`config.mk`:
```
export PLATFORM = sky130hd
export DESIGN_NAME = exec_pipe
export DESIGN_NICKNAME = d
export VERILOG_FILES = /design/src/source/arch_defs_pkg.sv /design/src/source/pipe_types_pkg.sv /design/src/source/exec_pipe.sv /design/src/source/result_port.sv /design/src/source/status_logic_unit.sv /design/src/source/alu_stage.sv /design/src/source/credit_fifo.sv
export VERILOG_INCLUDE_DIRS = /design/src /design/src/source
export SDC_FILE = /design/constraint.sdc
export NUM_CORES = 1
export LEC_CHECK = 0
export BUFFER_PORTS_ARGS = -buffer_cell sky130_fd_sc_hd__buf_2
export CORE_MARGIN = 4
export CORE_UTILIZATION = 50
export CTS_BUF_LIST = sky130_fd_sc_hd__clkbuf_16
export CTS_CLUSTER_DIAMETER = 40
export DETAILED_ROUTE_END_ITERATION = 10
export PLACE_DENSITY = 0.64
export REMOVE_ABC_BUFFERS = 1
export SKIP_CTS_REPAIR_TIMING = 1
export SKIP_LAST_GASP = 1
export SYNTH_ARGS = -nofsm -noshare
export SYNTH_HDL_FRONTEND = slang
export SYNTH_SLANG_ARGS = --single-unit
```
`constraint.sdc`:
```
create_clock -name clk -period 4.95 [get_ports clk]
set_input_delay 0.495 -clock clk [delete_from_list [all_inputs] [get_ports clk]]
set_output_delay 0.495 -clock clk [all_outputs]
set_load 0.01 [all_outputs]
```
`src/source/arch_macros.svh`:
```
`ifndef ARCH_MACROS_SVH
`define ARCH_MACROS_SVH

// Operand and result width
`define DATA_WIDTH 8

// Bit positions in the status byte
// Remaining bits always read as zero
`define STATUS_CPU_CARRY 0
`define STATUS_CPU_ZERO  1
`define STATUS_CPU_NEG   2

// Entries in the input operation buffer
// Issuer starts out holding this many credits
`define OP_FIFO_DEPTH 4

// Credits held by the result port after reset
`define RES_CREDITS 2

`endif
```
`src/source/arch_defs_pkg.sv`:
```
package arch_defs_pkg;

    // Opcodes as seen by the execute back end
    typedef enum logic [3:0] {
        NOP   = 4'h0,
        // Two-operand arithmetic
        ADD   = 4'h1,
        SUB   = 4'h2,
        // Bitwise logic
        AND   = 4'h3,
        OR    = 4'h4,
        XOR   = 4'h5,
        // Increment and decrement of operand a
        INR   = 4'h6,
        DCR   = 4'h7,
        // Immediate loads into A, B and C
        LDI_A = 4'h8,
        LDI_B = 4'h9,
        LDI_C = 4'ha,
        // Loads from the internal bus
        LDA   = 4'hb,
        PLA   = 4'hc,
        // Explicit carry control
        SEC   = 4'hd,
        CLC   = 4'he
    } opcode_t;

    // Operation selected inside the ALU
    typedef enum logic [3:0] {
        ALU_NOP  = 4'h0,
        ALU_ADD  = 4'h1,
        ALU_SUB  = 4'h2,
        ALU_AND  = 4'h3,
        ALU_OR   = 4'h4,
        ALU_XOR  = 4'h5,
        ALU_INR  = 4'h6,
        ALU_DCR  = 4'h7,
        // Passes operand b through for loads
        ALU_PASS = 4'h8
    } alu_op_t;

endpackage

```
`src/source/pipe_types_pkg.sv`:
```
`include "arch_macros.svh"

package pipe_types_pkg;

    // Decoded operation as pushed by the issuer
    // operand_b also carries immediate and bus load data
    typedef struct packed {
        arch_defs_pkg::opcode_t  opcode;
        logic [`DATA_WIDTH-1:0]  operand_a;
        logic [`DATA_WIDTH-1:0]  operand_b;
    } exec_op_t;

    // ALU stage output with raw flags and decoded controls
    typedef struct packed {
        arch_defs_pkg::opcode_t  opcode;
        logic [`DATA_WIDTH-1:0]  value;
        logic                    alu_zero;
        logic                    alu_carry;
        logic                    alu_negative;
        arch_defs_pkg::alu_op_t  alu_op;
        logic                    load_sets_zn;
        logic                    set_carry;
        logic                    clear_carry;
    } alu_result_t;

    // Finished result with the status after the operation
    typedef struct packed {
        arch_defs_pkg::opcode_t  opcode;
        logic [`DATA_WIDTH-1:0]  value;
        logic [`DATA_WIDTH-1:0]  status;
    } exec_result_t;

endpackage

```
`src/source/exec_pipe.sv`:
```
`timescale 1ns/10ps

module exec_pipe (
    input  logic                         clk,
    input  logic                         rst_n,
    input  logic                         op_valid,
    input  pipe_types_pkg::exec_op_t     op,
    output logic                         op_credit,
    output logic                         res_valid,
    output pipe_types_pkg::exec_result_t res,
    input  logic                         res_credit
);

    import pipe_types_pkg::*;

    // Buffer to ALU stage
    logic         fifo_valid;
    exec_op_t     fifo_data;
    logic         alu_ready;

    // ALU stage to status logic
    logic         alu_valid;
    alu_result_t  alu_data;
    logic         slu_ready;

    // Status logic to result port
    logic         slu_valid;
    exec_result_t slu_data;
    logic         port_ready;

    // Input buffer pops whenever the ALU stage can take an entry
    credit_fifo u_credit_fifo (
        .clk       (clk),
        .rst_n     (rst_n),
        .push      (op_valid),
        .push_data (op),
        .pop       (alu_ready),
        .pop_valid (fifo_valid),
        .pop_data  (fifo_data),
        .credit    (op_credit)
    );

    alu_stage u_alu_stage (
        .clk       (clk),
        .rst_n     (rst_n),
        .in_valid  (fifo_valid),
        .in_op     (fifo_data),
        .in_ready  (alu_ready),
        .out_valid (alu_valid),
        .out       (alu_data),
        .out_ready (slu_ready)
    );

    status_logic_unit u_status_logic_unit (
        .clk       (clk),
        .rst_n     (rst_n),
        .in_valid  (alu_valid),
        .in        (alu_data),
        .in_ready  (slu_ready),
        .out_valid (slu_valid),
        .out       (slu_data),
        .out_ready (port_ready)
    );

    result_port u_result_port (
        .clk        (clk),
        .rst_n      (rst_n),
        .in_valid   (slu_valid),
        .in         (slu_data),
        .in_ready   (port_ready),
        .res_valid  (res_valid),
        .res        (res),
        .res_credit (res_credit)
    );

endmodule

```
`src/source/result_port.sv`:
```
`timescale 1ns/10ps

`include "arch_macros.svh"

module result_port (
    input  logic                         clk,
    input  logic                         rst_n,
    input  logic                         in_valid,
    input  pipe_types_pkg::exec_result_t in,
    output logic                         in_ready,
    output logic                         res_valid,
    output pipe_types_pkg::exec_result_t res,
    input  logic                         res_credit
);

    import pipe_types_pkg::*;

    localparam int cnt_w = $clog2(`RES_CREDITS + 1);
    localparam logic [cnt_w-1:0] init_credits = cnt_w'(`RES_CREDITS);

    // Output slot
    exec_result_t slot;
    logic         slot_valid;

    // Downstream credits still available
    logic [cnt_w-1:0] credit_cnt;
    logic             send;

    // Slot goes out whenever a credit is held
    assign send      = slot_valid && (credit_cnt != '0);
    assign res_valid = send;
    assign res       = slot;

    // Accept when the slot is empty or leaving now
    assign in_ready = !slot_valid || send;

    // Slot occupancy
    always_ff @(posedge clk) begin
        if (!rst_n) begin
            slot_valid <= 1'b0;
        end else if (in_ready) begin
            slot_valid <= in_valid;
        end
    end

    // Slot payload
    always_ff @(posedge clk) begin
        if (in_valid && in_ready) begin
            slot <= in;
        end
    end

    // Credit counter
    // Send and return in one cycle cancel out
    always_ff @(posedge clk) begin
        if (!rst_n) begin
            credit_cnt <= init_credits;
        end else begin
            unique case ({send, res_credit})
                2'b10:   credit_cnt <= credit_cnt - 1'b1;
                2'b01:   credit_cnt <= credit_cnt + 1'b1;
                default: credit_cnt <= credit_cnt;
            endcase
        end
    end

endmodule

```
`src/source/status_logic_unit.sv`:
```
`timescale 1ns/10ps

`include "arch_macros.svh"

module status_logic_unit (
    input  logic                         clk,
    input  logic                         rst_n,
    input  logic                         in_valid,
    input  pipe_types_pkg::alu_result_t  in,
    output logic                         in_ready,
    output logic                         out_valid,
    output pipe_types_pkg::exec_result_t out,
    input  logic                         out_ready
);

    import arch_defs_pkg::*;
    import pipe_types_pkg::*;

    // Architectural status register
    logic [`DATA_WIDTH-1:0] status_q;
    logic [`DATA_WIDTH-1:0] status_next;

    logic zero_next;
    logic neg_next;
    logic carry_next;
    logic advance;

    assign in_ready = !out_valid || out_ready;
    assign advance  = in_valid && in_ready;

    // Flag selection, starting from the current status
    always_comb begin
        zero_next  = status_q[`STATUS_CPU_ZERO];
        neg_next   = status_q[`STATUS_CPU_NEG];
        carry_next = status_q[`STATUS_CPU_CARRY];

        if (in.load_sets_zn) begin
            // Loads take Z and N from the loaded value, C kept
            zero_next = (in.value == '0);
            neg_next  = in.value[`DATA_WIDTH-1];
        end else begin
            unique case (in.alu_op)
                // Increment and decrement leave carry alone
                ALU_INR, ALU_DCR: begin
                    zero_next = in.alu_zero;
                    neg_next  = in.alu_negative;
                end
                // NOP, SEC and CLC keep all flags here
                ALU_NOP: ;
                default: begin
                    zero_next  = in.alu_zero;
                    neg_next   = in.alu_negative;
                    carry_next = in.alu_carry;
                end
            endcase
        end

        // Explicit carry control wins over everything above
        if (in.set_carry) begin
            carry_next = 1'b1;
        end else if (in.clear_carry) begin
            carry_next = 1'b0;
        end
    end

    // Pack flags into the status byte, unused bits zero
    always_comb begin
        status_next                    = '0;
        status_next[`STATUS_CPU_CARRY] = carry_next;
        status_next[`STATUS_CPU_ZERO]  = zero_next;
        status_next[`STATUS_CPU_NEG]   = neg_next;
    end

    // Status register and stage valid
    always_ff @(posedge clk) begin
        if (!rst_n) begin
            status_q  <= '0;
            out_valid <= 1'b0;
        end else begin
            if (advance) begin
                status_q <= status_next;
            end
            if (in_ready) begin
                out_valid <= in_valid;
            end
        end
    end

    // Result carries the status after this operation
    always_ff @(posedge clk) begin
        if (advance) begin
            out.opcode <= in.opcode;
            out.value  <= in.value;
            out.status <= status_next;
        end
    end

endmodule

```
`src/source/alu_stage.sv`:
```
`timescale 1ns/10ps

`include "arch_macros.svh"

module alu_stage (
    input  logic                        clk,
    input  logic                        rst_n,
    input  logic                        in_valid,
    input  pipe_types_pkg::exec_op_t    in_op,
    output logic                        in_ready,
    output logic                        out_valid,
    output pipe_types_pkg::alu_result_t out,
    input  logic                        out_ready
);

    import arch_defs_pkg::*;
    import pipe_types_pkg::*;

    // Constant one at ALU width plus carry
    localparam logic [`DATA_WIDTH:0] wide_one = {{`DATA_WIDTH{1'b0}}, 1'b1};

    alu_op_t                alu_op;
    logic                   load_sets_zn;
    logic                   set_carry;
    logic                   clear_carry;
    logic [`DATA_WIDTH:0]   wide;
    logic [`DATA_WIDTH:0]   a_ext;
    logic [`DATA_WIDTH:0]   b_ext;
    logic [`DATA_WIDTH-1:0] value;
    logic                   load_en;

    // Register moves when empty or draining this cycle
    assign in_ready = !out_valid || out_ready;
    assign load_en  = in_valid && in_ready;

    // Opcode decode into ALU control bits
    always_comb begin
        alu_op       = ALU_NOP;
        load_sets_zn = 1'b0;
        set_carry    = 1'b0;
        clear_carry  = 1'b0;
        unique case (in_op.opcode)
            ADD: alu_op = ALU_ADD;
            SUB: alu_op = ALU_SUB;
            AND: alu_op = ALU_AND;
            OR:  alu_op = ALU_OR;
            XOR: alu_op = ALU_XOR;
            INR: alu_op = ALU_INR;
            DCR: alu_op = ALU_DCR;
            // All loads pass operand b and set Z and N
            LDI_A, LDI_B, LDI_C, LDA, PLA: begin
                alu_op       = ALU_PASS;
                load_sets_zn = 1'b1;
            end
            SEC: set_carry   = 1'b1;
            CLC: clear_carry = 1'b1;
            default: ;
        endcase
    end

    // Operands extended by one bit to catch carry and borrow
    assign a_ext = {1'b0, in_op.operand_a};
    assign b_ext = {1'b0, in_op.operand_b};

    // Datapath
    // Top bit of wide is the carry out, or the borrow for SUB
    always_comb begin
        unique case (alu_op)
            ALU_ADD:  wide = a_ext + b_ext;
            ALU_SUB:  wide = a_ext - b_ext;
            ALU_AND:  wide = a_ext & b_ext;
            ALU_OR:   wide = a_ext | b_ext;
            ALU_XOR:  wide = a_ext ^ b_ext;
            ALU_INR:  wide = a_ext + wide_one;
            ALU_DCR:  wide = a_ext - wide_one;
            ALU_PASS: wide = b_ext;
            default:  wide = '0;
        endcase
    end

    assign value = wide[`DATA_WIDTH-1:0];

    // Stage valid
    always_ff @(posedge clk) begin
        if (!rst_n) begin
            out_valid <= 1'b0;
        end else if (in_ready) begin
            out_valid <= in_valid;
        end
    end

    // Payload with raw flags and controls
    always_ff @(posedge clk) begin
        if (load_en) begin
            out.opcode       <= in_op.opcode;
            out.value        <= value;
            out.alu_zero     <= (value == '0);
            out.alu_carry    <= wide[`DATA_WIDTH];
            out.alu_negative <= value[`DATA_WIDTH-1];
            out.alu_op       <= alu_op;
            out.load_sets_zn <= load_sets_zn;
            out.set_carry    <= set_carry;
            out.clear_carry  <= clear_carry;
        end
    end

endmodule

```
`src/source/credit_fifo.sv`:
```
`timescale 1ns/10ps

`include "arch_macros.svh"

module credit_fifo (
    input  logic                     clk,
    input  logic                     rst_n,
    input  logic                     push,
    input  pipe_types_pkg::exec_op_t push_data,
    input  logic                     pop,
    output logic                     pop_valid,
    output pipe_types_pkg::exec_op_t pop_data,
    output logic                     credit
);

    import pipe_types_pkg::*;

    localparam int ptr_w = $clog2(`OP_FIFO_DEPTH);
    localparam logic [ptr_w-1:0] last_ptr = ptr_w'(`OP_FIFO_DEPTH - 1);

    // Storage array
    exec_op_t mem [`OP_FIFO_DEPTH];

    logic [ptr_w-1:0] rd_ptr;
    logic [ptr_w-1:0] wr_ptr;
    logic [ptr_w:0]   count;
    logic             do_pop;

    // Head entry is always on the output
    assign pop_valid = (count != '0);
    assign pop_data  = mem[rd_ptr];

    // Real pop only with a valid head
    assign do_pop = pop && pop_valid;

    // One credit back per entry released
    assign credit = do_pop;

    // Write side
    // Issuer only pushes with a credit, so there is always room
    always_ff @(posedge clk) begin
        if (push) begin
            mem[wr_ptr] <= push_data;
        end
    end

    // Pointers and occupancy
    always_ff @(posedge clk) begin
        if (!rst_n) begin
            rd_ptr <= '0;
            wr_ptr <= '0;
            count  <= '0;
        end else begin
            if (push) begin
                wr_ptr <= (wr_ptr == last_ptr) ? '0 : wr_ptr + 1'b1;
            end
            if (do_pop) begin
                rd_ptr <= (rd_ptr == last_ptr) ? '0 : rd_ptr + 1'b1;
            end
            // Simultaneous push and pop leaves count unchanged
            if (push && !do_pop) begin
                count <= count + 1'b1;
            end else if (!push && do_pop) begin
                count <= count - 1'b1;
            end
        end
    end

endmodule

```
==> results.json <==
{
  "antenna_found_initial": 0,
  "seq_power_share_pct": 36.3,
  "yosysWarnings": 0,
  "numCtsBuffers": 17,
  "max_cap_violations": 0,
  "grt_pass1_vias": 3866,
  "dp.final_hpwl_mm": 8.82,
  "totalWireLength_mm": 12.2,
  "start_kind": "flop",
  "report.final.slew_viol_count": 0,
  "synth_enable_flop_cells": 131,
  "cts_buffer_depth": 2,
  "critPathMaxStageDelay_ns": 0.54,
  "port_buffers": 40,
  "drc": 0,
  "worst_skew_pair.late_latency_ns": 0.42,
  "grt_pass1_wl_mm": 20.1,
  "crit_buf_inv": 2,
  "finalCriticalPeriod_ns": 4.36,
  "synth_cell_types": 67,
  "power.internal_mw": 3.26,
  "hold_viol": 0,
  "fp.dieW_microns": 125,
  "cts_sinks": 148,
  "cts_root_buffer": "clkbuf_16",
  "synthFlopType": "edfxtp_1",
  "wire_per_inst_microns": 17.5,
  "grt_max_degree": 26,
  "fmax_mhz": 230,
  "fin_crit_sh_pct": 88.0,
  "grt_usage_pct": 16.8,
  "synth-async-reset-ratio_pct": 0,
  "cp_max_fo": 10,
  "syn-mean-instance-area_sq_um": 15.0,
  "vias": 3799,
  "p_switching_mw": 1.77,
  "status": "finished clean",
  "ant_nets": 0,
  "p_clk_share_pct": 22.3,
  "syn2layout_area_growth_pct": 13.0,
  "whs_ns": 0.287,
  "clkTransAtPathRegs_ns": 0.06,
  "grt_setup_unrepaired": "false",
  "pwr_density_cell_mw_per_mm2": 652,
  "worstMarginPinSlew_ns": 1.10,
  "dp_slack_ns": 0.532,
  "ir_drop_mv": 0.316,
  "gp_congestion": 0.896,
  "layout_setup_ws_ns": 0.593,
  "worst_path_max_delay_cell": "dfxtp_1",
  "drive_above_1_share_pct": 23.7,
  "ys_seq_area_share_pct": 62.6,
  "max-slew-margin-rel_pct": 26.6,
  "cts_tree": "yes",
  "required_ns": 5.20,
  "combPwrFrac_pct": 41.3,
  "drtPass1Iterations": 4,
  "path_class": "flop to flop",
  "nets": 569,
  "ctsHtreeMaxLevel": 4,
  "endpoint_kind": "flop",
  "path_delay_family": "simple AND/OR/NAND/NOR gates",
  "ys_ff_latch": 148,
  "drt_iter0_drc": 175,
  "worstPathCellList": "buf_4, mux2_4, and2_2, nor2b_1, o21a_1, a21o_1, inv_1, ha_1, and3b_1, or3_1, a32oi_1, nor3_1, a211o_1, or4_4, nor4_2",
  "arrival_ns": 4.61,
  "p_sw_share_pct": 35.2,
  "num_io_pins": 46,
  "viasPerCell": 5.43,
  "start_util_pct": 51.4,
  "final_common_cell": "edfxtp_1",
  "grt-ovfl-total": 0,
  "dieArea_sq_mm": 0.0156,
  "skew_ns": 0.00406,
  "p_leak_nw": 2.87,
  "syn-instance-count": 455,
  "most-common-layout-cells": "131 x edfxtp_1, 40 x buf_2, 33 x ha_1, 28 x inv_1, 26 x o21ai_0",
  "setup_tns_ns": 0,
  "syn_area_sq_mm": 0.00683,
  "hp-class": "primary input to flop",
  "core-area_sq_mm": 0.0133,
  "setup_viol": 0,
  "fp.dieH_microns": 125,
  "post-route-util_pct": 58.1,
  "antenna_cells": 0,
  "num_rows": 42
}
[worst reg2reg max path, stage by stage (launching register included)]
cell	delay (ns)
dfxtp_1	0.54
buf_4	0.31
mux2_4	0.28
and2_2	0.17
nor2b_1	0.39
o21a_1	0.20
a21o_1	0.14
inv_1	0.06
ha_1	0.28
and3b_1	0.19
or3_1	0.36
a32oi_1	0.21
nor3_1	0.06
a211o_1	0.32
or4_4	0.48
nor4_2	0.20
[synthesized netlist by cell type (11+ instances only)]
cell      number  share of area, %
edfxtp_1     131                58
ha_1          33               6.0
inv_1         28               1.5
o21ai_0       26               1.9
mux4_2        20               6.6
nand2_1       20               1.1
nor2b_1       20               1.8
dfxtp_1       17               5.0
nor3_1        13              0.95
and2_1        11               1.0
mux2i_1       11               1.6
[state kept, by name, summed over array words and instances, names as in the netlist, named ones only]
signal and count:
u_status_logic_unit.out_valid 1, u_result_port.slot_valid 1, u_credit_fifo.count 3, u_alu_stage.out_valid 1
u_alu_stage.out 21, u_result_port.credit_cnt 2, u_credit_fifo.wr_ptr 2, u_credit_fifo.rd_ptr 2
u_status_logic_unit.status_q 3, u_result_port.res 15, u_status_logic_unit.out 15, u_credit_fifo.mem 80
[path summary, 6_finish.rpt]
check | start | endpoint | slack (ns) | depth (start not counted)
max | flop | u_alu_stage.out[9] | 0.59 | 15
min | op[4] | u_credit_fifo.mem[3][4] | 0.29 | 1
max reg2reg | flop | u_alu_stage.out[9] | 0.59 | 15
min reg2reg | u_status_logic_unit.out[1] | u_result_port.res[1] | 0.42 | 0
[through the flow]
| step | std cells | area [sq um] | power (mW) |
|---|---|---|---|
| after floorplan | 440 | 6680 | 3.36 |
| after detailed placement | 667 | 7190 | 3.93 |
| after CTS | 699 | 7720 | 5.08 |
| after global placement | 667 | 7190 | 3.87 |
| final | 699 | 7720 | 5.03 |
| after global routing | 699 | 7720 | 5.39 |
[cell families (layout without fill, tap and decap cells)]
kind of cell	after synthesis	count (layout)	synth area share [%]
other	1	5	0.0549
and+or+nand+nor	109	109	9.34
muxes	34	34	8.75
DFF	148	148	62.6
xor gates and xnor gates	14	14	1.90
adders and majority gates	35	35	6.63
buffers and inverters	47	111	3.96
AOI/OAI and AO/OA	67	67	6.80
[power groups by stage]
| stage | Combinational, mW | Clock (mW) | Sequential (mW) |
|---|---|---|---|
| after floorplan | 1.49 | 0 | 1.87 |
| after global placement | 2.03 | 0 | 1.84 |
| after detailed placement | 2.07 | 0 | 1.86 |
| after CTS | 2.09 | 1.16 | 1.83 |
| after global routing | 2.32 | 1.21 | 1.86 |
| final | 2.08 | 1.12 | 1.83 |
[per-layer routing]
metal,GRT usage [%],wire length (microns),vias up
met5,0,0,-
met3,3.86,613,17
met2,27.7,6100,97
met1,21.4,5280,1855
met4,7.40,225,0
li1,-,-,1830
[cell type report]
type / instances / area [sq um]
clock buffers: 17 / 425
clock inverters: 15 / 108
fillers: 1066 / 5570
inverters: 28 / 105
multi-input cells: 264 / 2310
flip-flops and latches: 148 / 4270
well taps: 176 / 220
repair buffers: 51 / 283
Note: power is estimated with default switching activity, not from simulation.
